File: config.mk
export PLATFORM = sky130hd
export DESIGN_NAME = access_timer
export DESIGN_NICKNAME = d
export VERILOG_FILES = /design/src/common/wb_pkg.sv /design/src/design/access_timer.sv
export SDC_FILE = /design/constraint.sdc
export NUM_CORES = 1
export LEC_CHECK = 0
export ABC_AREA = 1
export CAP_MARGIN = 20
export CORE_AREA = 2 2 39 41
export CTS_BUF_LIST = sky130_fd_sc_hd__clkbuf_4
export CTS_CLUSTER_DIAMETER = 60
export DETAILED_ROUTE_END_ITERATION = 8
export DIE_AREA = 0 0 41 43
export DONT_BUFFER_PORTS = 1
export PLACE_DENSITY_LB_ADDON = 0.25
export SLEW_MARGIN = 20
export SYNTH_ARGS = -nofsm -noshare
export SYNTH_HDL_FRONTEND = slang
export SYNTH_SLANG_ARGS = --single-unit
File: constraint.sdc
create_clock -name clk -period 1.4 [get_ports clk]
set_input_delay 0.28 -clock clk [delete_from_list [all_inputs] [get_ports clk]]
set_output_delay 0.28 -clock clk [all_outputs]
set_load 0.1 [all_outputs]
File: src/common/wb_pkg.sv
// bus widths, address map, memory constants and request structs
package wb_pkg;

    // ------------------------------------------------------------
    // bus widths
    // ------------------------------------------------------------
    localparam int WB_ADDR_W = 32;
    localparam int WB_DATA_W = 32;
    localparam int WB_SEL_W  = 4;

    // ------------------------------------------------------------
    // address map
    // ------------------------------------------------------------
    localparam logic [WB_ADDR_W-1:0] FIR_BASE = 32'h3000_0000;
    localparam logic [WB_ADDR_W-1:0] MEM_BASE = 32'h3800_0000;

    // memory window
    localparam int MEM_DEPTH = 1024;
    localparam int MEM_AW    = 10;
    // fixed latency of every memory access
    localparam int MEM_DELAY = 10;
    localparam int MEM_CNT_W = $clog2(MEM_DELAY + 1);

    // ------------------------------------------------------------
    // structs
    // ------------------------------------------------------------
    // request as sampled off the bus
    typedef struct packed {
        logic                 we;
        logic [WB_SEL_W-1:0]  sel;
        logic [WB_ADDR_W-1:0] adr;
        logic [WB_DATA_W-1:0] dat;
    } wb_req_t;

    // word access to the memory array, we already masked by sel
    typedef struct packed {
        logic [WB_SEL_W-1:0]  we;
        logic [MEM_AW-1:0]    addr;
        logic [WB_DATA_W-1:0] wdata;
    } mem_req_t;

endpackage
File: src/design/access_timer.sv
// memory access delay counter
module access_timer (
    input  logic clk,
    input  logic rst,
    input  logic start_i,
    output logic done_o
);
    import wb_pkg::*;

    logic [MEM_CNT_W-1:0] count;

    // load on start, count down to zero
    always_ff @(posedge clk or posedge rst) begin
        if (rst) begin
            count <= '0;
        end else if (start_i) begin
            count <= MEM_CNT_W'(MEM_DELAY);
        end else if (count != '0) begin
            count <= count - 1'b1;
        end
    end

    // last cycle of the delay
    assign done_o = (count == MEM_CNT_W'(1));

    a_no_overlap: assert property (@(posedge clk) disable iff (rst)
        start_i |-> count == '0);

endmodule

==> impl_metrics.tcl <==
set metrics [dict create \
    largest_reg_flops 4 \
    drt_iter0_drc 3 \
    final_core_util_pct 26.94 \
    hp-class "in2reg" \
    grt_overflow 0 \
    power.static_leakage_nw 0.1836 \
    netlist_top_cells_area "dfrtp_1, ha_1, nand2_1" \
    path_class "reg2out" \
    track_usage_pct 7.948 \
    grt_max_degree 7 \
    cts_resized 0 \
    numCtsBuffers 3 \
    cp_slowest_cell "dfrtp_1" \
    core_um2 1384 \
    cts_buffer_depth 2 \
    layout_common_cells "nand2_1, inv_1, dfrtp_1" \
    use_met3_pct 4.712 \
    synthDistinctLibCells 11 \
    cp-start-kind "flip-flop" \
    cts_tree "done" \
    grtUsageMet1_pct 7.120 \
    required_ps 1120 \
    ant_nets 0 \
    fillers 143 \
    die_w_um 41 \
    io_buffers 0 \
    synth_cells 31 \
    root_buffer "clkbuf_4" \
    largestRegisters "count (4)" \
    regMostFlops "count" \
    p_int_w 0.0003200 \
    clk_latency_ps 230 \
    path_cells "inv_2 > ha_4 > nor3b_4 > buf_12" \
    grtUsageMet2_pct 11.25 \
    dieArea_um2 1763 \
    power.total_w 0.0004863 \
    dp_slack_ps 96.39 \
    synth_top_area_share_pct 39.41 \
    crit_family "flip-flops" \
    power.switching_w 0.0001663 \
    gp_congestion 0.7504 \
    cp_max_fo 2 \
    syn_to_final_growth_pct 46.80 \
    antenna_found_initial 0 \
    grt_pass1_wl_um 862 \
    cpPeakStageDelay_ps 380 \
    via_count 215 \
    max_slew.worst_pin.slew_ps 240.2 \
    dpl.hpwl_um 373 \
    violations "setup timing" \
    irDropWorstVdd_uv 467.7 \
    slew_headroom_pct 83.99 \
    wire_per_inst_um 8.945 \
    hold_viol 0 \
    crit_arrival_ps 1210 \
    drc 0 \
    start_util_pct 18.35 \
    cts.sinks 4 \
    min_period_ps 1494 \
    grt_pass1_vias 224 \
    cp_num_buf_inv 2 \
    htreeDepth 1 \
    ys_ff_latch 4 \
    synth_area_per_cell_um2 8.193 \
    cap_violations 0 \
    drive_above_1_share_pct 33.33 \
    end_kind "output pin" \
    swShare_pct 34.21 \
    synth_nets 37 \
    fin_skew_ps 2.420 \
    die_h_um 43 \
    p_seq_share_pct 36.7 \
    rsz0062_at_grt "true" \
    post-route-period-util_pct 106.7 \
    placed_cell_area_um2 317.8 \
    cts.clk_slew.worst_paths_ps 40 \
    pwr-share-comb_pct 34.9 \
    final_area_um2 372.9 \
    ys_seq_area_share_pct 39.41 \
    yosys.area.top_type "dfrtp_1" \
    post-place-cells 48 \
    finalMaxSlewViolations 0 \
    busiest_layer "met2" \
    rows 14 \
    pin_count 4 \
    p_clk_share_pct 28.5 \
    max_freq_ghz 0.6692 \
    setup_ws_ps -94.27 \
    synth_warnings 0 \
    power_density_nw_per_um2 1304 \
    setup_viol 1 \
    vias_per_cell 3.909 \
    layout.cells.non_filler 55 \
    final_common_cell "nand2_1" \
    antenna_cells 0 \
    nNetsFinal 47 \
    routed_wl_um 492 \
    syn_area_um2 254.0 \
    dr.pass1.iters 4 \
    status "finished with violations" \
]
[cells in the mapped netlist]
| library cell | number |
|---|---|
| nand2_1 | 7 |
| inv_1 | 6 |
| dfrtp_1 | 4 |
| ha_1 | 3 |
| nand3_1 | 3 |
| nor2_2 | 2 |
| o21ai_1 | 2 |
| nand3_2 | 1 |
| nor2_1 | 1 |
| nor3b_1 | 1 |
| xnor2_1 | 1 |
[through the flow]
| stage | hold WS [ps] | setup TNS, ps |
|---|---|---|
| floorplan | 46.08 | -295.1 |
| global placement | 58.73 | 0 |
| detailed placement | 66.12 | 0 |
| CTS | 279.1 | -98.55 |
| global route | 287.1 | -186.0 |
| finish | 287.8 | -94.27 |
[worst paths after layout]
check	from	slack [ps]	endpoint	depth (start not counted)
setup / recovery	count[1]	-90	done_o	4
hold / removal	start_i	290	count[2]	3
setup reg to reg	count[0]	250	count[1]	5
hold reg to reg	count[3]	690	count[3]	4
max in group asynchronous	rst	870	count[0]	2
min in group asynchronous	rst	380	count[1]	2
[routing by layer]
metal  vias up  wire length, um
met5         -                0
li1        113                -
met2         8              274
met3         0               23
met4         0                0
met1        94              193
[logic make-up after synthesis]
| kind of cell | share of synthesized area, % |
|---|---|
| and+or+nand+nor | 29.56 |
| xor gates and xnor gates | 3.449 |
| buffers and inverters | 8.866 |
| DFF | 39.41 |
| AOI/OAI and AO/OA | 3.941 |
| adders and majority gates | 14.78 |
[power groups by stage]
stage / Sequential, W / Clock, W / Combinational (W)
2_1_floorplan: 0.000175 / 0 / 0.000110
3_3_place_gp: 0.000180 / 0 / 0.000128
3_5_place_dp: 0.000180 / 0 / 0.000135
4_1_cts: 0.000177 / 0.000145 / 0.000160
5_1_grt: 0.000181 / 0.000166 / 0.000190
6_report: 0.000178 / 0.000138 / 0.000169
[final cells by class]
class	count	area [um^2]	area share [%]
multi-input combinational	21	155.1	41.61
sequential	4	100.1	26.85
timing repair buffer	5	52.55	14.09
clock buffer	3	22.52	6.040
inverter	6	22.52	6.040
tap	16	20.02	5.369
[worst min-delay path, delay by kind of cell]
kind / cells / cell delay [ps]
simple gates: 2 / 130
buf+inv: 1 / 70
[what timing repair did]
item,in CTS,in global routing
buffers inserted,2,1
setup endpoints to repair,1,1
hold buffers,1,0
endpoints found under the hold margin,4,0
No activity file was read; power rests on OpenSTA's default activity.
