### config.mk
export PLATFORM = sky130hd
export DESIGN_NAME = fir_engine
export DESIGN_NICKNAME = d
export VERILOG_FILES = /design/src/common/fir_pkg.sv /design/src/fir/fir_engine.sv
export SDC_FILE = /design/constraint.sdc
export NUM_CORES = 2
export LEC_CHECK = 0
export ABC_CLOCK_PERIOD_IN_PS = 26800
export BUFFER_PORTS_ARGS = -buffer_cell sky130_fd_sc_hd__buf_4
export CORE_MARGIN = 5
export CORE_UTILIZATION = 40
export CTS_BUF_LIST = sky130_fd_sc_hd__clkbuf_8
export DETAILED_ROUTE_END_ITERATION = 10
export SLEW_MARGIN = 40
export SYNTH_ARGS = -nofsm -noshare
export SYNTH_HDL_FRONTEND = slang
export SYNTH_SLANG_ARGS = --single-unit
### constraint.sdc
create_clock -name clk -period 26.8 [get_ports clk]
set_clock_uncertainty 0.15 [all_clocks]
set_input_delay 2.68 -clock clk [delete_from_list [all_inputs] [get_ports clk]]
set_output_delay 2.68 -clock clk [all_outputs]
set_load 0.01 [all_outputs]
### src/common/fir_pkg.sv
// filter constants, register offsets, command kinds and command struct
package fir_pkg;

    // ------------------------------------------------------------
    // filter sizes
    // ------------------------------------------------------------
    localparam int TAP_NUM  = 11;
    // stream length after reset
    localparam int DATA_NUM = 64;
    localparam int TAP_IW   = 4;

    // offset bits inside the filter window
    localparam int REG_OFF_W = 12;

    // ------------------------------------------------------------
    // register offsets
    // ------------------------------------------------------------
    localparam logic [REG_OFF_W-1:0] REG_CTRL = 12'h000;
    localparam logic [REG_OFF_W-1:0] REG_LEN  = 12'h010;
    localparam logic [REG_OFF_W-1:0] REG_X    = 12'h040;
    localparam logic [REG_OFF_W-1:0] REG_Y    = 12'h044;
    // taps follow at word steps
    localparam logic [REG_OFF_W-1:0] REG_TAP0 = 12'h080;

    // ------------------------------------------------------------
    // command channel
    // ------------------------------------------------------------
    typedef enum logic [2:0] {
        CMD_CTRL_WR = 3'd0,
        CMD_STAT_RD = 3'd1,
        CMD_LEN_WR  = 3'd2,
        CMD_TAP_WR  = 3'd3,
        CMD_X_PUSH  = 3'd4,
        CMD_Y_POP   = 3'd5
    } fir_kind_e;

    typedef struct packed {
        fir_kind_e         kind;
        logic [TAP_IW-1:0] tap;
        logic [31:0]       data;
    } fir_cmd_t;

endpackage

### src/fir/fir_engine.sv
// FIR engine: taps, sample history, sequential MAC, status and four-phase responder
module fir_engine (
    input  logic              clk,
    input  logic              rst,
    input  logic              req_i,
    input  fir_pkg::fir_cmd_t cmd_i,
    output logic              ack_o,
    output logic [31:0]       rdata_o
);
    import fir_pkg::*;

    logic [31:0]        coef [TAP_NUM];
    // hist[0] is the newest sample
    logic [31:0]        hist [TAP_NUM];
    logic [31:0]        len_q;
    logic [31:0]        cnt_q;
    logic               done_q;
    logic               busy;
    logic               y_valid;
    logic               x_ready;
    logic [TAP_IW-1:0]  mac_idx;
    logic               mac_last;
    logic [31:0]        acc;
    logic [31:0]        y_q;
    logic signed [63:0] prod;
    logic               exec;

    assign x_ready  = !busy && !y_valid;
    assign mac_last = (mac_idx == TAP_IW'(TAP_NUM - 1));
    assign prod     = $signed(coef[mac_idx]) * $signed(hist[mac_idx]);

    // command accepted this cycle, x and y wait for the datapath
    always_comb begin
        exec = req_i && !ack_o;
        if (cmd_i.kind == CMD_X_PUSH) begin
            exec = exec && x_ready;
        end else if (cmd_i.kind == CMD_Y_POP) begin
            exec = exec && y_valid;
        end
    end

    // ------------------------------------------------------------
    // handshake and control state
    // ------------------------------------------------------------
    always_ff @(posedge clk or posedge rst) begin
        if (rst) begin
            ack_o   <= 1'b0;
            busy    <= 1'b0;
            y_valid <= 1'b0;
            cnt_q   <= '0;
            done_q  <= 1'b0;
            len_q   <= 32'(DATA_NUM);
            hist    <= '{default: '0};
        end else begin
            if (exec) begin
                ack_o <= 1'b1;
            end else if (!req_i) begin
                ack_o <= 1'b0;
            end
            if (busy && mac_last) begin
                busy    <= 1'b0;
                y_valid <= 1'b1;
            end
            if (exec) begin
                case (cmd_i.kind)
                    CMD_CTRL_WR: begin
                        if (cmd_i.data[0]) begin
                            hist   <= '{default: '0};
                            cnt_q  <= '0;
                            done_q <= 1'b0;
                        end
                    end
                    CMD_LEN_WR: len_q <= cmd_i.data;
                    CMD_X_PUSH: begin
                        for (int k = TAP_NUM - 1; k > 0; k--) begin
                            hist[k] <= hist[k-1];
                        end
                        hist[0] <= cmd_i.data;
                        cnt_q   <= cnt_q + 1'b1;
                        busy    <= 1'b1;
                        if (cnt_q + 1'b1 == len_q) begin
                            done_q <= 1'b1;
                        end
                    end
                    CMD_Y_POP: y_valid <= 1'b0;
                    default: ;
                endcase
            end
        end
    end

    // ------------------------------------------------------------
    // taps, MAC datapath and read data
    // ------------------------------------------------------------
    always_ff @(posedge clk) begin
        if (exec) begin
            rdata_o <= '0;
            case (cmd_i.kind)
                CMD_STAT_RD: rdata_o <= {29'd0, y_valid, x_ready, done_q};
                CMD_Y_POP:   rdata_o <= y_q;
                CMD_TAP_WR: begin
                    if (cmd_i.tap < TAP_IW'(TAP_NUM)) begin
                        coef[cmd_i.tap] <= cmd_i.data;
                    end
                end
                CMD_X_PUSH: begin
                    mac_idx <= '0;
                    acc     <= '0;
                end
                default: ;
            endcase
        end
        // one tap per cycle, sum wraps at 32 bits
        if (busy) begin
            acc     <= acc + prod[31:0];
            mac_idx <= mac_idx + 1'b1;
            if (mac_last) begin
                y_q <= acc + prod[31:0];
            end
        end
    end

    a_cmd_stable: assert property (@(posedge clk) disable iff (rst)
        (req_i ##1 req_i) |-> $stable(cmd_i));

endmodule

==> results.toml <==
[pwr]
leakage_nw = 25.07
vdd_drop_max_uv = 69.41
power.density_nw_per_um2 = 85.93

[clock_network]
clock-sinks = 876
cts-hold-fix-buffers = 0
clock-root-buffer = "clkbuf_8"
cts_resized = 0
clk_path_buf_depth = 3
path_clk_slew_ps = 60
clock_latency_ps = 860
numCtsBuffers = 146
postCtsSetupBuffers = 0
h-tree-depth = 4
tritoncts = "built"

[timing]
tightest_slew_ps = 900.1
whs_ps = 325.2
max_freq_ghz = 0.09607
hold_violations = 0
slew_violations = 0
period_needed_ps = 10410
period_share_pct = 38.84
setup-tns-final_ps = 0
slew_headroom_pct = 39.36
setup_viol = 0
rsz0062_at_grt = "false"

[global_routing]
antenna_found_initial = 9
grt_pass1_wl_um = 212400
overflow = 0
grt_usage_pct = 19.83
grt_max_degree = 190
grt_pass1_vias = 34400

[finish]
area_growth_pct = 10.82
layout.cells.non_filler = 6114
drive_gt1_share_pct = 15.29
utilization_pct = 44.57
final_nets = 4874

[critical_path]
slowest_stage = "buf_4"
required_ps = 27260
cp_common_cell = "fa_1"
start_kind = "flip-flop"
path_class = "flip-flop to flip-flop"
worstPathArrival_ps = 10870
slowest_delay_ps = 740
cp_max_fo = 42
cp-end-kind = "flip-flop"

[yosys]
synthXorXnorAreaFrac_pct = 2.437
synth-edff-count = 452
synthMuxAreaShare_pct = 8.864
synth.yosys.seq_area_share_pct = 45.70
ys_types = 65
syn_nets = 4804
synth_cells = 4170
ys_ff_latch = 876
synth_adder_area_share_pct = 20.23
synth-compound-area-share_pct = 9.138
ys_async_sr_fraction_pct = 47.95
syn_avg_cell_area_um2 = 12.68
synth_area_um2 = 52880
yosys.area_share.simple_pct = 7.626
yosys_warnings = 0
synth_top_family_by_area = "adder cells"
synth_ff_type = "edfxtp_1"

[route]
vias = 33030
wl_per_cell_um = 22.61
dr.pass1.iters = 7
drtIter0Drc = 2673
vias_per_cell = 5.403
drc = 0
drt-total-wl_um = 138200
postRouteAntennaNets = 0

[run]
maxCapViolCount = 0

[placement]
post-place-cells = 5846
numPortBuffers = 74
place_congestion = 0.8370
hpwl_um = 89780

[floorplan]
die-area_um2 = 139600
die_width_um = 373.6
boundaryPins = 75
num_rows = 133
die_y_um = 373.6
start_util_pct = 40.22
core_area_um2 = 131500

[outcome]
status = "finished clean"

[worst_hold_path]
hp-start = "hist[238]"
min_path_type = "flip-flop to flip-flop"
==> metrics by stage <==
stage	cell area [um2]	setup WS, ps	power [mW]
floorplan	52880	12280	3.083
global placement	55400	16210	3.812
detailed placement	55540	16150	3.840
CTS	58560	16120	5.080
global route	58590	15800	5.349
finish	58600	16390	5.035
==> cell families after synthesis <==
kind of cell / Yosys count
adder cells (fa/ha/maj): 592
multiplexers: 298
AND/OR/NAND/NOR: 847
buffers and inverters: 786
flip-flops: 876
XOR/XNOR: 144
AO/OA/AOI/OAI: 627
==> sequential cells by signal, indices dropped and copies added, names as in the netlist, named ones only <==
register / cells
coef: 352
acc: 32
mac_idx: 4
y_valid: 1
rdata_o: 32
len_q: 32
hist: 352
busy: 1
ack_o: 1
y_q: 32
cnt_q: 32
done_q: 1
==> layer usage <==
layer	global-route usage [%]	vias up	share of wire, %
li1	-	14450	-
met4	6.534	0	3.0
met3	3.675	219	6.1
met2	32.50	999	48
met5	0	-	0
met1	26.82	17370	43
==> final timing paths <==
| path | endpoint | slack, ps | cells past startpoint |
|---|---|---|---|
| setup reg to reg | acc[31] | 16390 | 31 |
| max in group asynchronous | hist[10] | 23060 | 4 |
| min in group asynchronous | hist[179] | 1760 | 2 |
| hold / removal | hist[206] | 330 | 1 |
| hold reg to reg | hist[206] | 330 | 1 |
| setup / recovery | acc[31] | 16390 | 31 |
==> where the power goes <==
part	switching, mW	internal (mW)	leakage [nW]
registers	0.0745	1.54	9.93
clock network	0.572	0.645	1.69
logic	1.40	0.799	13.5
total	2.05	2.99	25.1
==> cells in the mapped netlist (12+ instances only) <==
master / count / area [um2]
inv_1: 532 / 1997
edfxtp_1: 452 / 13570
fa_1: 438 / 8768
dfrtp_1: 419 / 10490
a22o_1: 360 / 3153
nor2_1: 324 / 1216
clkbuf_1: 191 / 716.9
nand2_1: 174 / 653.1
ha_1: 154 / 1927
mux4_2: 125 / 2815
mux2i_1: 117 / 1171
nand2b_1: 115 / 719.4
xnor2_1: 106 / 928.4
o21ai_0: 78 / 390.4
a21oi_1: 56 / 280.3
or2_2: 53 / 331.6
mux2_2: 51 / 574.3
and3_1: 40 / 250.2
and2_1: 38 / 237.7
nor2b_1: 38 / 237.7
xor2_1: 36 / 315.3
a21o_1: 27 / 202.7
buf_2: 24 / 120.1
nand3_1: 17 / 85.08
buf_4: 16 / 120.1
nor3_1: 16 / 80.08
o211ai_1: 16 / 120.1
o22a_1: 14 / 122.6
buf_6: 13 / 146.4
a2bb2oi_1: 12 / 105.1
o22ai_1: 12 / 75.07
==> final cells by class <==
type                            count  area, um2
Fill cell                       12040      72860
Tap cell                         1755       2196
Antenna cell                        3      7.507
Sequential cell                   876      24170
Clock buffer                      180       2477
Timing Repair Buffer              176       1454
Multi-Input combinational cell   2508      25730
Clock inverter                     84      545.5
Inverter                          532       2009
==> worst max-delay path, delay by kind of cell (launching register included) <==
family	cells	cell delay [ps]
fa+ha+maj	9	3750
compound gates	8	2290
buf+inv	7	1800
mux	2	730
flops	1	530
simple gates	4	500
xor+xnor	1	360
==> cell usage in the layout, fill, tap and decap left out, types with 106 or more instances in the layout <==
cell,n
a22o_1,360
buf_4,163
clkbuf_8,180
dfrtp_1,419
edfxtp_1,452
fa_1,438
ha_1,154
inv_1,572
mux2i_1,117
mux4_2,125
nand2_1,174
nand2b_1,115
nor2_1,315
xnor2_1,106
No activity file was read; power rests on OpenSTA's default activity.
