--- config.mk ---
export PLATFORM = sky130hd
export DESIGN_NAME = bus_ctrl
export DESIGN_NICKNAME = d
export VERILOG_FILES = /design/src/common/fir_pkg.sv /design/src/common/wb_pkg.sv /design/src/design/bus_ctrl.sv
export SDC_FILE = /design/constraint.sdc
export NUM_CORES = 1
export LEC_CHECK = 0
export BUFFER_PORTS_ARGS = -buffer_cell sky130_fd_sc_hd__buf_4
export CAP_MARGIN = 20
export CORE_AREA = 2 2 99 101
export DETAILED_ROUTE_END_ITERATION = 8
export DIE_AREA = 0 0 101 103
export PLACE_DENSITY = 0.91
export SYNTH_ARGS = -nofsm -noshare
export SYNTH_HDL_FRONTEND = slang
export SYNTH_SLANG_ARGS = --single-unit
export TNS_END_PERCENT = 1
--- constraint.sdc ---
create_clock -name clk -period 8.4 [get_ports clk]
set_clock_uncertainty 0.05 [all_clocks]
set_input_delay 1.68 -clock clk [delete_from_list [all_inputs] [get_ports clk]]
set_output_delay 1.68 -clock clk [all_outputs]
set_load 0.005 [all_outputs]
--- src/common/fir_pkg.sv ---
// filter constants, register offsets, command kinds and command struct
package fir_pkg;

    // ------------------------------------------------------------
    // filter sizes
    // ------------------------------------------------------------
    localparam int TAP_NUM  = 11;
    // stream length after reset
    localparam int DATA_NUM = 64;
    localparam int TAP_IW   = 4;

    // offset bits inside the filter window
    localparam int REG_OFF_W = 12;

    // ------------------------------------------------------------
    // register offsets
    // ------------------------------------------------------------
    localparam logic [REG_OFF_W-1:0] REG_CTRL = 12'h000;
    localparam logic [REG_OFF_W-1:0] REG_LEN  = 12'h010;
    localparam logic [REG_OFF_W-1:0] REG_X    = 12'h040;
    localparam logic [REG_OFF_W-1:0] REG_Y    = 12'h044;
    // taps follow at word steps
    localparam logic [REG_OFF_W-1:0] REG_TAP0 = 12'h080;

    // ------------------------------------------------------------
    // command channel
    // ------------------------------------------------------------
    typedef enum logic [2:0] {
        CMD_CTRL_WR = 3'd0,
        CMD_STAT_RD = 3'd1,
        CMD_LEN_WR  = 3'd2,
        CMD_TAP_WR  = 3'd3,
        CMD_X_PUSH  = 3'd4,
        CMD_Y_POP   = 3'd5
    } fir_kind_e;

    typedef struct packed {
        fir_kind_e         kind;
        logic [TAP_IW-1:0] tap;
        logic [31:0]       data;
    } fir_cmd_t;

endpackage

--- src/common/wb_pkg.sv ---
// bus widths, address map, memory constants and request structs
package wb_pkg;

    // ------------------------------------------------------------
    // bus widths
    // ------------------------------------------------------------
    localparam int WB_ADDR_W = 32;
    localparam int WB_DATA_W = 32;
    localparam int WB_SEL_W  = 4;

    // ------------------------------------------------------------
    // address map
    // ------------------------------------------------------------
    localparam logic [WB_ADDR_W-1:0] FIR_BASE = 32'h3000_0000;
    localparam logic [WB_ADDR_W-1:0] MEM_BASE = 32'h3800_0000;

    // memory window
    localparam int MEM_DEPTH = 1024;
    localparam int MEM_AW    = 10;
    // fixed latency of every memory access
    localparam int MEM_DELAY = 10;
    localparam int MEM_CNT_W = $clog2(MEM_DELAY + 1);

    // ------------------------------------------------------------
    // structs
    // ------------------------------------------------------------
    // request as sampled off the bus
    typedef struct packed {
        logic                 we;
        logic [WB_SEL_W-1:0]  sel;
        logic [WB_ADDR_W-1:0] adr;
        logic [WB_DATA_W-1:0] dat;
    } wb_req_t;

    // word access to the memory array, we already masked by sel
    typedef struct packed {
        logic [WB_SEL_W-1:0]  we;
        logic [MEM_AW-1:0]    addr;
        logic [WB_DATA_W-1:0] wdata;
    } mem_req_t;

endpackage
--- src/design/bus_ctrl.sv ---
// Wishbone slave FSM: request capture, target decode, memory and filter steering, ack
module bus_ctrl (
    input  logic                          clk,
    input  logic                          rst,
    input  logic                          wbs_cyc_i,
    input  logic                          wbs_stb_i,
    input  logic                          wbs_we_i,
    input  logic [wb_pkg::WB_SEL_W-1:0]   wbs_sel_i,
    input  logic [wb_pkg::WB_ADDR_W-1:0]  wbs_adr_i,
    input  logic [wb_pkg::WB_DATA_W-1:0]  wbs_dat_i,
    output logic                          wbs_ack_o,
    output logic [wb_pkg::WB_DATA_W-1:0]  wbs_dat_o,
    output logic                          mem_start_o,
    output wb_pkg::mem_req_t              mem_req_o,
    input  logic                          mem_done_i,
    input  logic [wb_pkg::WB_DATA_W-1:0]  mem_rdata_i,
    output logic                          fir_req_o,
    output fir_pkg::fir_cmd_t             fir_cmd_o,
    input  logic                          fir_ack_i,
    input  logic [31:0]                   fir_rdata_i
);
    import wb_pkg::*;
    import fir_pkg::*;

    typedef enum logic [2:0] {IDLE, MEM_WAIT, FIR_REQ, FIR_REL, ACK, HOLD} state_e;
    typedef enum logic [1:0] {TGT_NONE, TGT_MEM, TGT_FIR} tgt_e;

    typedef struct packed {
        logic      hit;
        fir_kind_e kind;
    } fir_dec_t;

    state_e                 state;
    wb_req_t                req_q;
    tgt_e                   cap_tgt;
    fir_dec_t               dec_q;
    logic [REG_OFF_W-1:0]   tap_off;
    logic [WB_DATA_W-1:0]   byte_mask;
    logic                   capture;

    // register decode inside the filter window, direction matters
    function automatic fir_dec_t fir_decode(input logic we, input logic [REG_OFF_W-1:0] off);
        fir_dec_t d;
        d.hit  = 1'b1;
        d.kind = we ? CMD_CTRL_WR : CMD_STAT_RD;
        if (off == REG_LEN && we) begin
            d.kind = CMD_LEN_WR;
        end else if (off == REG_X && we) begin
            d.kind = CMD_X_PUSH;
        end else if (off == REG_Y && !we) begin
            d.kind = CMD_Y_POP;
        end else if (we && off >= REG_TAP0 && off <= REG_TAP0 + 4 * (TAP_NUM - 1)
                     && off[1:0] == 2'b00) begin
            d.kind = CMD_TAP_WR;
        end else if (off != REG_CTRL) begin
            d.hit = 1'b0;
        end
        return d;
    endfunction

    function automatic tgt_e target_of(input logic we, input logic [WB_ADDR_W-1:0] adr);
        fir_dec_t d;
        d = fir_decode(we, adr[REG_OFF_W-1:0]);
        if (adr[WB_ADDR_W-1:MEM_AW+2] == MEM_BASE[WB_ADDR_W-1:MEM_AW+2]) begin
            return TGT_MEM;
        end
        if (adr[WB_ADDR_W-1:REG_OFF_W] == FIR_BASE[WB_ADDR_W-1:REG_OFF_W] && d.hit) begin
            return TGT_FIR;
        end
        return TGT_NONE;
    endfunction

    assign capture = (state == IDLE) && wbs_cyc_i && wbs_stb_i;
    assign cap_tgt = target_of(wbs_we_i, wbs_adr_i);

    always_ff @(posedge clk) begin
        if (capture) begin
            req_q <= '{we: wbs_we_i, sel: wbs_sel_i, adr: wbs_adr_i, dat: wbs_dat_i};
        end
    end

    // ------------------------------------------------------------
    // outgoing requests, built from the captured request
    // ------------------------------------------------------------
    always_comb begin
        for (int b = 0; b < WB_SEL_W; b++) begin
            byte_mask[8*b +: 8] = {8{req_q.sel[b]}};
        end
    end

    assign mem_req_o.we    = req_q.sel & {WB_SEL_W{req_q.we}};
    assign mem_req_o.addr  = req_q.adr[MEM_AW+1:2];
    assign mem_req_o.wdata = req_q.dat & byte_mask;

    assign dec_q   = fir_decode(req_q.we, req_q.adr[REG_OFF_W-1:0]);
    assign tap_off = req_q.adr[REG_OFF_W-1:0] - REG_TAP0;

    assign fir_cmd_o.kind = dec_q.kind;
    assign fir_cmd_o.tap  = tap_off[TAP_IW+1:2];
    assign fir_cmd_o.data = req_q.dat;

    // ------------------------------------------------------------
    // main FSM
    // ------------------------------------------------------------
    always_ff @(posedge clk or posedge rst) begin
        if (rst) begin
            state       <= IDLE;
            wbs_ack_o   <= 1'b0;
            wbs_dat_o   <= '0;
            mem_start_o <= 1'b0;
            fir_req_o   <= 1'b0;
        end else begin
            wbs_ack_o   <= 1'b0;
            wbs_dat_o   <= '0;
            mem_start_o <= 1'b0;
            case (state)
                IDLE: begin
                    if (capture) begin
                        case (cap_tgt)
                            TGT_MEM: begin
                                mem_start_o <= 1'b1;
                                state       <= MEM_WAIT;
                            end
                            TGT_FIR: begin
                                fir_req_o <= 1'b1;
                                state     <= FIR_REQ;
                            end
                            default: state <= ACK;
                        endcase
                    end
                end
                MEM_WAIT: begin
                    if (mem_done_i) begin
                        wbs_ack_o <= 1'b1;
                        wbs_dat_o <= req_q.we ? '0 : mem_rdata_i;
                        state     <= HOLD;
                    end
                end
                // engine may stretch here for back-pressure
                FIR_REQ: begin
                    if (fir_ack_i) begin
                        fir_req_o <= 1'b0;
                        state     <= FIR_REL;
                    end
                end
                FIR_REL: begin
                    wbs_ack_o <= 1'b1;
                    wbs_dat_o <= req_q.we ? '0 : fir_rdata_i;
                    state     <= HOLD;
                end
                ACK: begin
                    wbs_ack_o <= 1'b1;
                    state     <= HOLD;
                end
                // stb ignored here, also lets the filter ack drop
                HOLD: begin
                    if (!fir_ack_i) begin
                        state <= IDLE;
                    end
                end
                default: state <= IDLE;
            endcase
        end
    end

    a_ack_single: assert property (@(posedge clk) disable iff (rst)
        wbs_ack_o |=> !wbs_ack_o);

    a_req_held: assert property (@(posedge clk) disable iff (rst)
        fir_req_o && !fir_ack_i |=> fir_req_o);

endmodule

==> impl_metrics.yaml, run 1 <==
synth:
  synth_mux_area_share_pct: 0
  synth_fp_nets: 455
  synth_xor_area_share_pct: 0.450
  ys_seq_elements: 87
  synth-simple-area-share_pct: 15.2
  synth_cell_types: 43
  synth_compound_area_share_pct: 11.2
  netlist_area_um2: 3890
  synth_largest_area_cell: "edfxtp_1"
  yosysTopAreaCellShare_pct: 37.8
  synth-async-reset-ratio_pct: 43.7
  synth_area_leaders: "edfxtp_1, dfrtp_1, buf_4"
  synth_warnings: 0
  synth_fa_ha_area_share_pct: 0
  synth_edf_count: 49
  syn-instance-count: 316
  syn_avg_cell_area_um2: 12.3
  synth_ff_type: "edfxtp_1"
  yosysSeqAreaShare_pct: 62.3
  synth_top_family_by_area: "simple AND/OR/NAND/NOR gates"
timing:
  setup_tns_ns: 0
  maxSlewHeadroom_pct: 63.8
  drv_slew: 0
  min_period_ns: 3.38
  setup_viol: 0
  hold_viol_final: 0
  worst_pin_slew_ns: 0.543
  post-route-period-util_pct: 40.3
  max_freq_mhz: 296
  grt_setup_unrepaired: "no"
floorplanning:
  rows: 36
  core-area_um2: 9460
  start_util_pct: 41.1
  die_w_um: 101
  fp.dieH_um: 103
  top_level_ports: 259
  die-area_um2: 10400
cts:
  cts.sinks: 87
  h-tree-depth: 3
  numCtsBuffers: 9
  cts_tree: "yes"
  clkSlewWorstSetupHoldPaths_ns: 0.09
  cts_root_buf: "clkbuf_8"
  clock_latency_ns: 0.33
  postCtsHoldBufs: 0
  post-cts-setup-buffers: 0
  cts.repair.resized: 0
  cts.path.max_buffers: 2
detailed_routing:
  drt_iter0_drc: 159
  vias: 3227
  routed_wl_um: 10400
  ant_nets: 0
  drc_errors: 0
  avgViaCountPerCell: 4.96
  routedWlPerCell_um: 16.0
  dr.pass1.iters: 4
power_and_ir_drop:
  worst_ir_drop_vdd_mv: 0.0728
  p_leak_uw: 0.00269
  powerDensity_nw_per_um2: 170
  finalPower_uw: 991
global_routing:
  antenna_found_initial: 1
  track_usage_pct: 18.9
  grt_pass1_vias: 3164
  grt_overflow_total: 0
  grt_pass1_wl_um: 14900
  grt_max_degree: 51
flow_run:
  drv_cap: 0
critical_path:
  crit_chain: "nor3_1 -> nand4_1 -> nor4b_1 -> buf_4"
  r2r_start: "state[1]"
  worst_path_max_delay_cell: "edfxtp_1"
  reg2reg_slack_ns: 6.51
  crit_type: "reg2out"
  crit_start: "mem_req_o[35]"
  worstPathMaxFanout: 4
  slowest_delay_ns: 0.45
  endpoint_kind: "output port"
  crit_path_start_kind: "flip-flop"
  arrival_ns: 1.65
  critical_path_required_ns: 6.67
hold_path:
  hold_path_class: "reg2reg"
  min_from: "fir_req_o"
cells_and_area:
  final_common_cell: "buf_4"
  diodes: 0
  drive_above_1_share_pct: 53.2
  areaGrowthSynthToFinish_pct: 49.9
  mostFrequentLayoutCells: "buf_4, edfxtp_1, nor2_1"
  final_cell_area_um2: 5830
  fin_nets: 670
  fillers: 714
place:
  placed_area_um2: 5590
  place.gp.congestion: 0.792
  portBuffers: 258
  dp_hpwl_um: 8270
status:
  status: "complete, no violations"
worst max-delay path, delay by kind of cell, from the launching register on:
| family | cells | cell delay (ns) |
|---|---|---|
| simple gates | 3 | 0.68 |
| buf+inv | 1 | 0.18 |
| flops | 1 | 0.45 |
state kept, by name (all words and copies together) (netlist names):
register	cells
wbs_dat_o	32
mem_req_o	10
mem_start_o	1
state	3
wbs_ack_o	1
req_q	3
fir_cmd_o	32
fir_req_o	1
byte_mask	4
where the power goes:
group	internal [uW]	switching, uW
Combinational	112	91.0
Sequential	480	27.7
Clock	137	143
through the flow:
stage / hold slack, ns / worst slack, ns / util [%] / instances
after floorplan: 0.497 / 5.00 / - / 316
after global placement: 0.504 / 5.30 / 59.1 / 631
after detailed placement: 0.535 / 5.23 / 59.1 / 631
after CTS: 0.547 / 5.02 / 61.1 / 647
after global routing: 0.575 / 4.86 / 61.7 / 650
final: 0.546 / 5.02 / 61.7 / 650
final cells by class:
cell class                      instances  area [um2]  share of cell area (%)
Timing Repair Buffer                  263        2010                    34.5
Sequential cell                        87        2420                    41.5
Clock inverter                          6        60.1                    1.03
Tap cell                              114         143                    2.44
Clock buffer                           10         128                    2.19
Inverter                                5        18.8                   0.322
Multi-Input combinational cell        165        1050                    18.0
logic make-up (layout without fill, tap and decap cells):
logic type / Yosys count / after routing
flip-flops: 87 / 87
buffers and inverters: 64 / 284
AO/OA/AOI/OAI: 58 / 58
AND/OR/NAND/NOR: 105 / 105
XOR/XNOR: 2 / 2
path summary, 6_finish.rpt:
path / endpoint / depth (start not counted)
min in group asynchronous: wbs_dat_o[20] / 3
worst min register to register: fir_req_o / 2
worst max-delay path: fir_cmd_o[38] / 4
max in group asynchronous: wbs_dat_o[18] / 3
worst max register to register: fir_cmd_o[7] / 3
worst min-delay path: fir_req_o / 2
per-layer routing:
| layer | share of wire (%) | routed length (um) | track usage, % | vias to the layer above |
|---|---|---|---|---|
| met1 | 33 | 3420 | 19.2 | 1504 |
| met4 | 2.6 | 267 | 9.46 | 2 |
| met3 | 9.0 | 935 | 5.83 | 23 |
| met2 | 55 | 5770 | 35.1 | 186 |
| met5 | 0.15 | 16 | 0 | - |
| li1 | - | - | - | 1512 |
synthesized netlist by cell type (3+ instances only):
master	count
nor4_1	4
edfxtp_1	49
nand4_1	4
o21ai_0	4
nand2_1	4
o21a_1	3
clkbuf_1	4
a21oi_1	7
a22oi_1	32
dfrtp_1	38
nor2_1	41
inv_1	4
buf_2	9
nor3_1	4
buf_4	46
and2_1	36
Power figures use the tool's default switching activity.
==> run 2, diff against run 1 <==
ABC_AREA = 1   (was default)
CORE_AREA = default   (was 2 2 99 101)
CORE_MARGIN = 2   (was default)
CORE_UTILIZATION = 40   (was default)
DIE_AREA = default   (was 0 0 101 103)
PLACE_DENSITY = 0.88   (was 0.91)
clock period = 2.8 ns   (was 8.4 ns; I/O delays follow)
==> run 2 against run 1 <==
Net effect: critical endpoint unchanged; area after synthesis increased by 16%; sequential power grew to 3.1 times the previous value; power rose to 3.9 times the previous value; register-to-register slack worse by 5.7 ns; die area up 17%; via count rose by 18%; sequential share of layout area decreased by 4.1 points; wire length increased by 15%; highest routed layer is now met4; combinational power increased to 5.3 times the previous value; critical path type unchanged; setup slack got worse by 4.6 ns.
==> impl_metrics.yaml, run 2 <==
cells_and_area:
  final_cell_area_um2: 6470
  fillers: 907
  multi_input_area_um2: 1330
  mostFrequentLayoutCells: "buf_4, nand2_1, inv_1"
  drive_above_1_share_pct: 51.0
  areaGrowthSynthToFinish_pct: 43.4
  seqCellArea_um2: 2420
  fin_nets: 806
  final_common_cell: "buf_4"
  final_cells: 814
place:
  post-place-ws_ns: 0.817
  portBuffers: 258
  dp_hpwl_um: 9370
  place.gp.congestion: 0.817
  placed_area_um2: 6160
  dp.cells: 796
timing:
  hold_ws_ns: 0.297
  setup_tns_ns: 0
  drv_slew: 0
  maxSlewHeadroom_pct: 36.3
  hold_viol_final: 0
  max_freq_mhz: 428
  setup_viol: 0
  grt_setup_unrepaired: "no"
  post-route-period-util_pct: 83.4
  min_period_ns: 2.33
  worst_pin_slew_ns: 0.951
  final.setup.worst_slack_ns: 0.465
detailed_routing:
  drc_errors: 0
  routedWlPerCell_um: 14.7
  avgViaCountPerCell: 4.67
  ant_nets: 0
  drt_iter0_drc: 261
  dr.pass1.iters: 4
  vias: 3798
  routed_wl_um: 11900
global_routing:
  antenna_found_initial: 2
  grt_overflow_total: 0
  grt_pass1_wl_um: 17200
  track_usage_pct: 18.7
  grt_pass1_vias: 3672
  grt_max_degree: 50
critical_path:
  critical_path_required_ns: 2.19
  crit_type: "reg2out"
  endpoint_kind: "output port"
  reg2reg_slack_ns: 0.85
  arrival_ns: 1.72
  worstPathMaxFanout: 3
  crit_path_start_kind: "flip-flop"
floorplanning:
  rows: 38
  top_level_ports: 259
  start_util_pct: 41.2
  core-area_um2: 10900
  die-area_um2: 12100
  fp.dieH_um: 110
  die_w_um: 110
synth:
  synth_ff_type: "edfxtp_1"
  synth_warnings: 0
  syn-instance-count: 463
  netlist_area_um2: 4510
  synth_largest_area_cell: "edfxtp_1"
  synth_edf_count: 49
  synth_cell_types: 34
  yosysMostFrequentCell: "nand2_1"
  yosysSeqAreaShare_pct: 53.7
  yosysTopAreaCellShare_pct: 32.6
  synth_fp_nets: 602
  yosys-top-cells-count: "nand2_1, inv_1, edfxtp_1, nand3_1, buf_4"
  ys_seq_elements: 87
  synth_area_leaders: "edfxtp_1, dfrtp_1, buf_4"
  syn_avg_cell_area_um2: 9.74
  synth-async-reset-ratio_pct: 43.7
cts:
  numCtsBuffers: 9
  postCtsHoldBufs: 0
  cts.path.max_buffers: 2
  cts.sinks: 87
  clock_latency_ns: 0.33
  cts_tree: "yes"
  clkSlewWorstSetupHoldPaths_ns: 0.06
  cts.repair.resized: 0
  cts_root_buf: "clkbuf_16"
  post-cts-setup-buffers: 0
  h-tree-depth: 3
power_and_ir_drop:
  worst_ir_drop_vdd_mv: 0.353
  powerDensity_nw_per_um2: 591
  p_leak_uw: 0.00321
hold_path:
  hold_path_class: "in2async"
flow_run:
  drv_cap: 0
status:
  status: "complete, no violations"
==> run 2: cell types whose count changed after synthesis, sizes merged, moves of 3 or more <==
cell    change
a21oi      +31
a22oi      -32
and2       -36
buf         +5
clkbuf      +5
inv        +65
nand2      +74
nand3      +70
nor2       -14
o21a        -3
==> run 2: metrics by stage <==
stage / utilization, % / total power, uW
detailed placement: 56.4 / 2670
global placement: 56.4 / 2630
CTS: 59.1 / 3870
finish: 59.1 / 3820
global route: 59.1 / 4030
floorplan: - / 2320
==> run 2: area by class of cell <==
type,instances,share of cell area (%)
Inverter,72,4.20
Clock inverter,6,1.10
Antenna cell,2,0.0774
Sequential cell,87,37.5
Timing Repair Buffer,262,30.4
Tap cell,140,2.71
Multi-Input combinational cell,235,20.5
Clock buffer,10,3.54
==> run 2: worst paths after layout <==
check,start,endpoint,cells past startpoint
max in group asynchronous,rst,wbs_dat_o[4],3
setup reg to reg,state[1],wbs_dat_o[18],6
setup / recovery,req_q[33],fir_cmd_o[38],5
hold reg to reg,fir_req_o,fir_req_o,2
hold / removal,rst,wbs_dat_o[26],3
min in group clk,wbs_dat_i[29],fir_cmd_o[29],1
==> run 2: where the power goes <==
part | internal (uW) | switching, uW
registers | 1490 | 85.4
clock network | 698 | 485
logic | 436 | 634
total | 2620 | 1200
==> run 2: worst max-delay path: stages (launching register included) <==
cell and delay, ns:
edfxtp_1 0.37, or2_1 0.28, nor4_1 0.38, nand2_1 0.09
a21oi_1 0.15, buf_4 0.13
==> run 2: layer usage <==
| metal | vias up | wire length [um] | GRT usage, % |
|---|---|---|---|
| met5 | - | 0 | 0 |
| met4 | 0 | 212 | 8.66 |
| met3 | 14 | 1020 | 4.70 |
| met2 | 166 | 6650 | 36.6 |
| met1 | 1761 | 4050 | 18.1 |
| li1 | 1857 | - | - |
==> run 2: logic make-up (layout without fill, tap and decap cells) <==
group / after synthesis / in the layout / share of synthesized area, %
other cells: 0 / 2 / 0
buf+inv: 141 / 350 / 17.1
compound gates: 46 / 46 / 7.82
flops: 87 / 87 / 53.7
simple gates: 189 / 189 / 21.4
==> run 3, diff against run 2 <==
clock period = 2 ns   (was 2.8 ns; I/O delays follow)
==> run 3 against run 2 <==
Net effect: the run now ends with negative setup slack left; core utilization up 1.0 points; sequential cell count unchanged; critical path depth unchanged; register-to-register slack worse by 0.62 ns; hold slack worse by 0.17 ns; power up 39%; final area up 1.8%; first-iteration DRC count down 23%; via count up 3.7%; largest power group unchanged; global-route usage up 1.2 points.
==> impl_metrics.yaml, run 3 (same netlist as run 2, synthesis figures left out) <==
critical_path:
  r2r_start: "state[2]"
  arrival_ns: 1.59
  crit_path_start_kind: "flip-flop"
  reg2reg_slack_ns: 0.23
  regToRegEndpoint: "wbs_dat_o[22]"
  r2r_cells: 5
  endpoint_kind: "output port"
  worstPathMaxFanout: 3
  critical_path_required_ns: 1.55
  crit_type: "reg2out"
timing:
  post-route-period-util_pct: 102
  min_period_ns: 2.04
  hold_viol_final: 0
  final.setup.worst_slack_ns: -0.0387
  max_freq_mhz: 491
  hold_ws_ns: 0.126
  drv_slew: 0
  worst_pin_slew_ns: 0.610
  maxSlewHeadroom_pct: 59.3
  setup_viol: 2
  grt_setup_unrepaired: "yes"
detailed_routing:
  drc_errors: 0
  ant_nets: 0
  routedWlPerCell_um: 15.3
  avgViaCountPerCell: 4.79
  dr.pass1.iters: 4
  drt_iter0_drc: 200
  vias: 3938
  routed_wl_um: 12600
cts:
  cts.path.max_buffers: 2
  clkSlewWorstSetupHoldPaths_ns: 0.07
  cts_tree: "yes"
  h-tree-depth: 3
  clock_latency_ns: 0.33
  cts_root_buf: "clkbuf_16"
  numCtsBuffers: 9
  cts.sinks: 87
floorplanning:
  rows: 38
  start_util_pct: 41.2
  die-area_um2: 12100
  top_level_ports: 259
  fp.dieH_um: 110
  core-area_um2: 10900
  die_w_um: 110
cells_and_area:
  final_cells: 822
  final_common_cell: "buf_4"
  drive_above_1_share_pct: 52.8
  seqCellArea_um2: 2420
  fin_nets: 814
  final_cell_area_um2: 6580
  mostFrequentLayoutCells: "buf_4, nand2_1, inv_1"
  areaGrowthSynthToFinish_pct: 45.9
  utilization_pct: 60.2
  multi_input_area_um2: 1380
  fillers: 882
global_routing:
  antenna_found_initial: 2
  grt_max_degree: 50
  grt_overflow_total: 0
  track_usage_pct: 19.9
  grt_pass1_wl_um: 18200
  grt_pass1_vias: 3759
place:
  dp.cells: 799
  placed_area_um2: 6210
  dp_hpwl_um: 9760
  portBuffers: 258
  place.gp.congestion: 0.792
power_and_ir_drop:
  p_leak_uw: 0.00326
  finalPower_uw: 5320
  worst_ir_drop_vdd_mv: 0.698
  powerDensity_nw_per_um2: 808
status:
  violations: "negative setup slack"
  status: "finished with violations"
flow_run:
  drv_cap: 0
hold_path:
  hold_path_class: "in2async"
-- run 3: changes by cell type in the layout (fill, tap and decap cells not counted), sizes merged --
cell / before / now
buf: 262 / 270
inv: 71 / 73
bufinv: 1 / 0
clkinvlp: 2 / 1
-- run 3: layout make-up --
type,instances,share of cell area [%]
Clock buffer,10,3.48
Antenna cell,2,0.0760
Tap cell,140,2.66
Sequential cell,87,36.8
Multi-Input combinational cell,235,20.9
Clock inverter,6,0.779
Timing Repair Buffer,270,31.2
Inverter,72,4.13
-- run 3: metrics by stage --
| step | setup slack [ns] | TNS (ns) |
|---|---|---|
| 4_1_cts | -0.0100 | -0.0131 |
| 2_1_floorplan | 0.0902 | 0 |
| 5_1_grt | -0.0915 | -0.211 |
| 3_5_place_dp | 0.224 | 0 |
| 6_report | -0.0387 | -0.0670 |
| 3_3_place_gp | 0.315 | 0 |
-- run 3: metal layers --
layer / up-vias / GRT usage [%] / routed length (um)
met5: - / 0 / 0
met1: 1874 / 19.0 / 4140
li1: 1866 / - / -
met3: 18 / 5.64 / 1050
met4: 0 / 7.77 / 288
met2: 180 / 39.4 / 7110
-- run 3: worst max-delay path by stage --
stage	start	endpoint	slack, ns	cells after the start
2_1_floorplan	state[1]	byte_mask[0]	0.09	4
3_3_place_gp	req_q[33]	fir_cmd_o[38]	0.32	5
3_5_place_dp	state[2]	wbs_dat_o[22]	0.22	5
4_1_cts	req_q[33]	fir_cmd_o[37]	-0.01	5
5_1_grt	req_q[32]	fir_cmd_o[37]	-0.09	5
6_report	req_q[32]	fir_cmd_o[37]	-0.04	5
-- run 3: power by group --
group          switching, uW  internal (uW)  leakage, uW
registers                125           2080     0.000965
clock network            706            860     0.000134
logic                    906            641      0.00216
total                   1740           3580      0.00326
-- run 3: critical path, stage by stage (launching register included) --
cell	delay [ns]
edfxtp_1	0.36
or2_4	0.29
nor4_4	0.22
o211ai_1	0.18
nand2_1	0.10
buf_4	0.11
-- run 3: what timing repair did --
item                       in CTS  in global routing
setup endpoints to repair       3                  3
buffers inserted                4                  1
hold buffers                    0                  0
gates resized for setup         6                  5
pin swaps                       2                  4
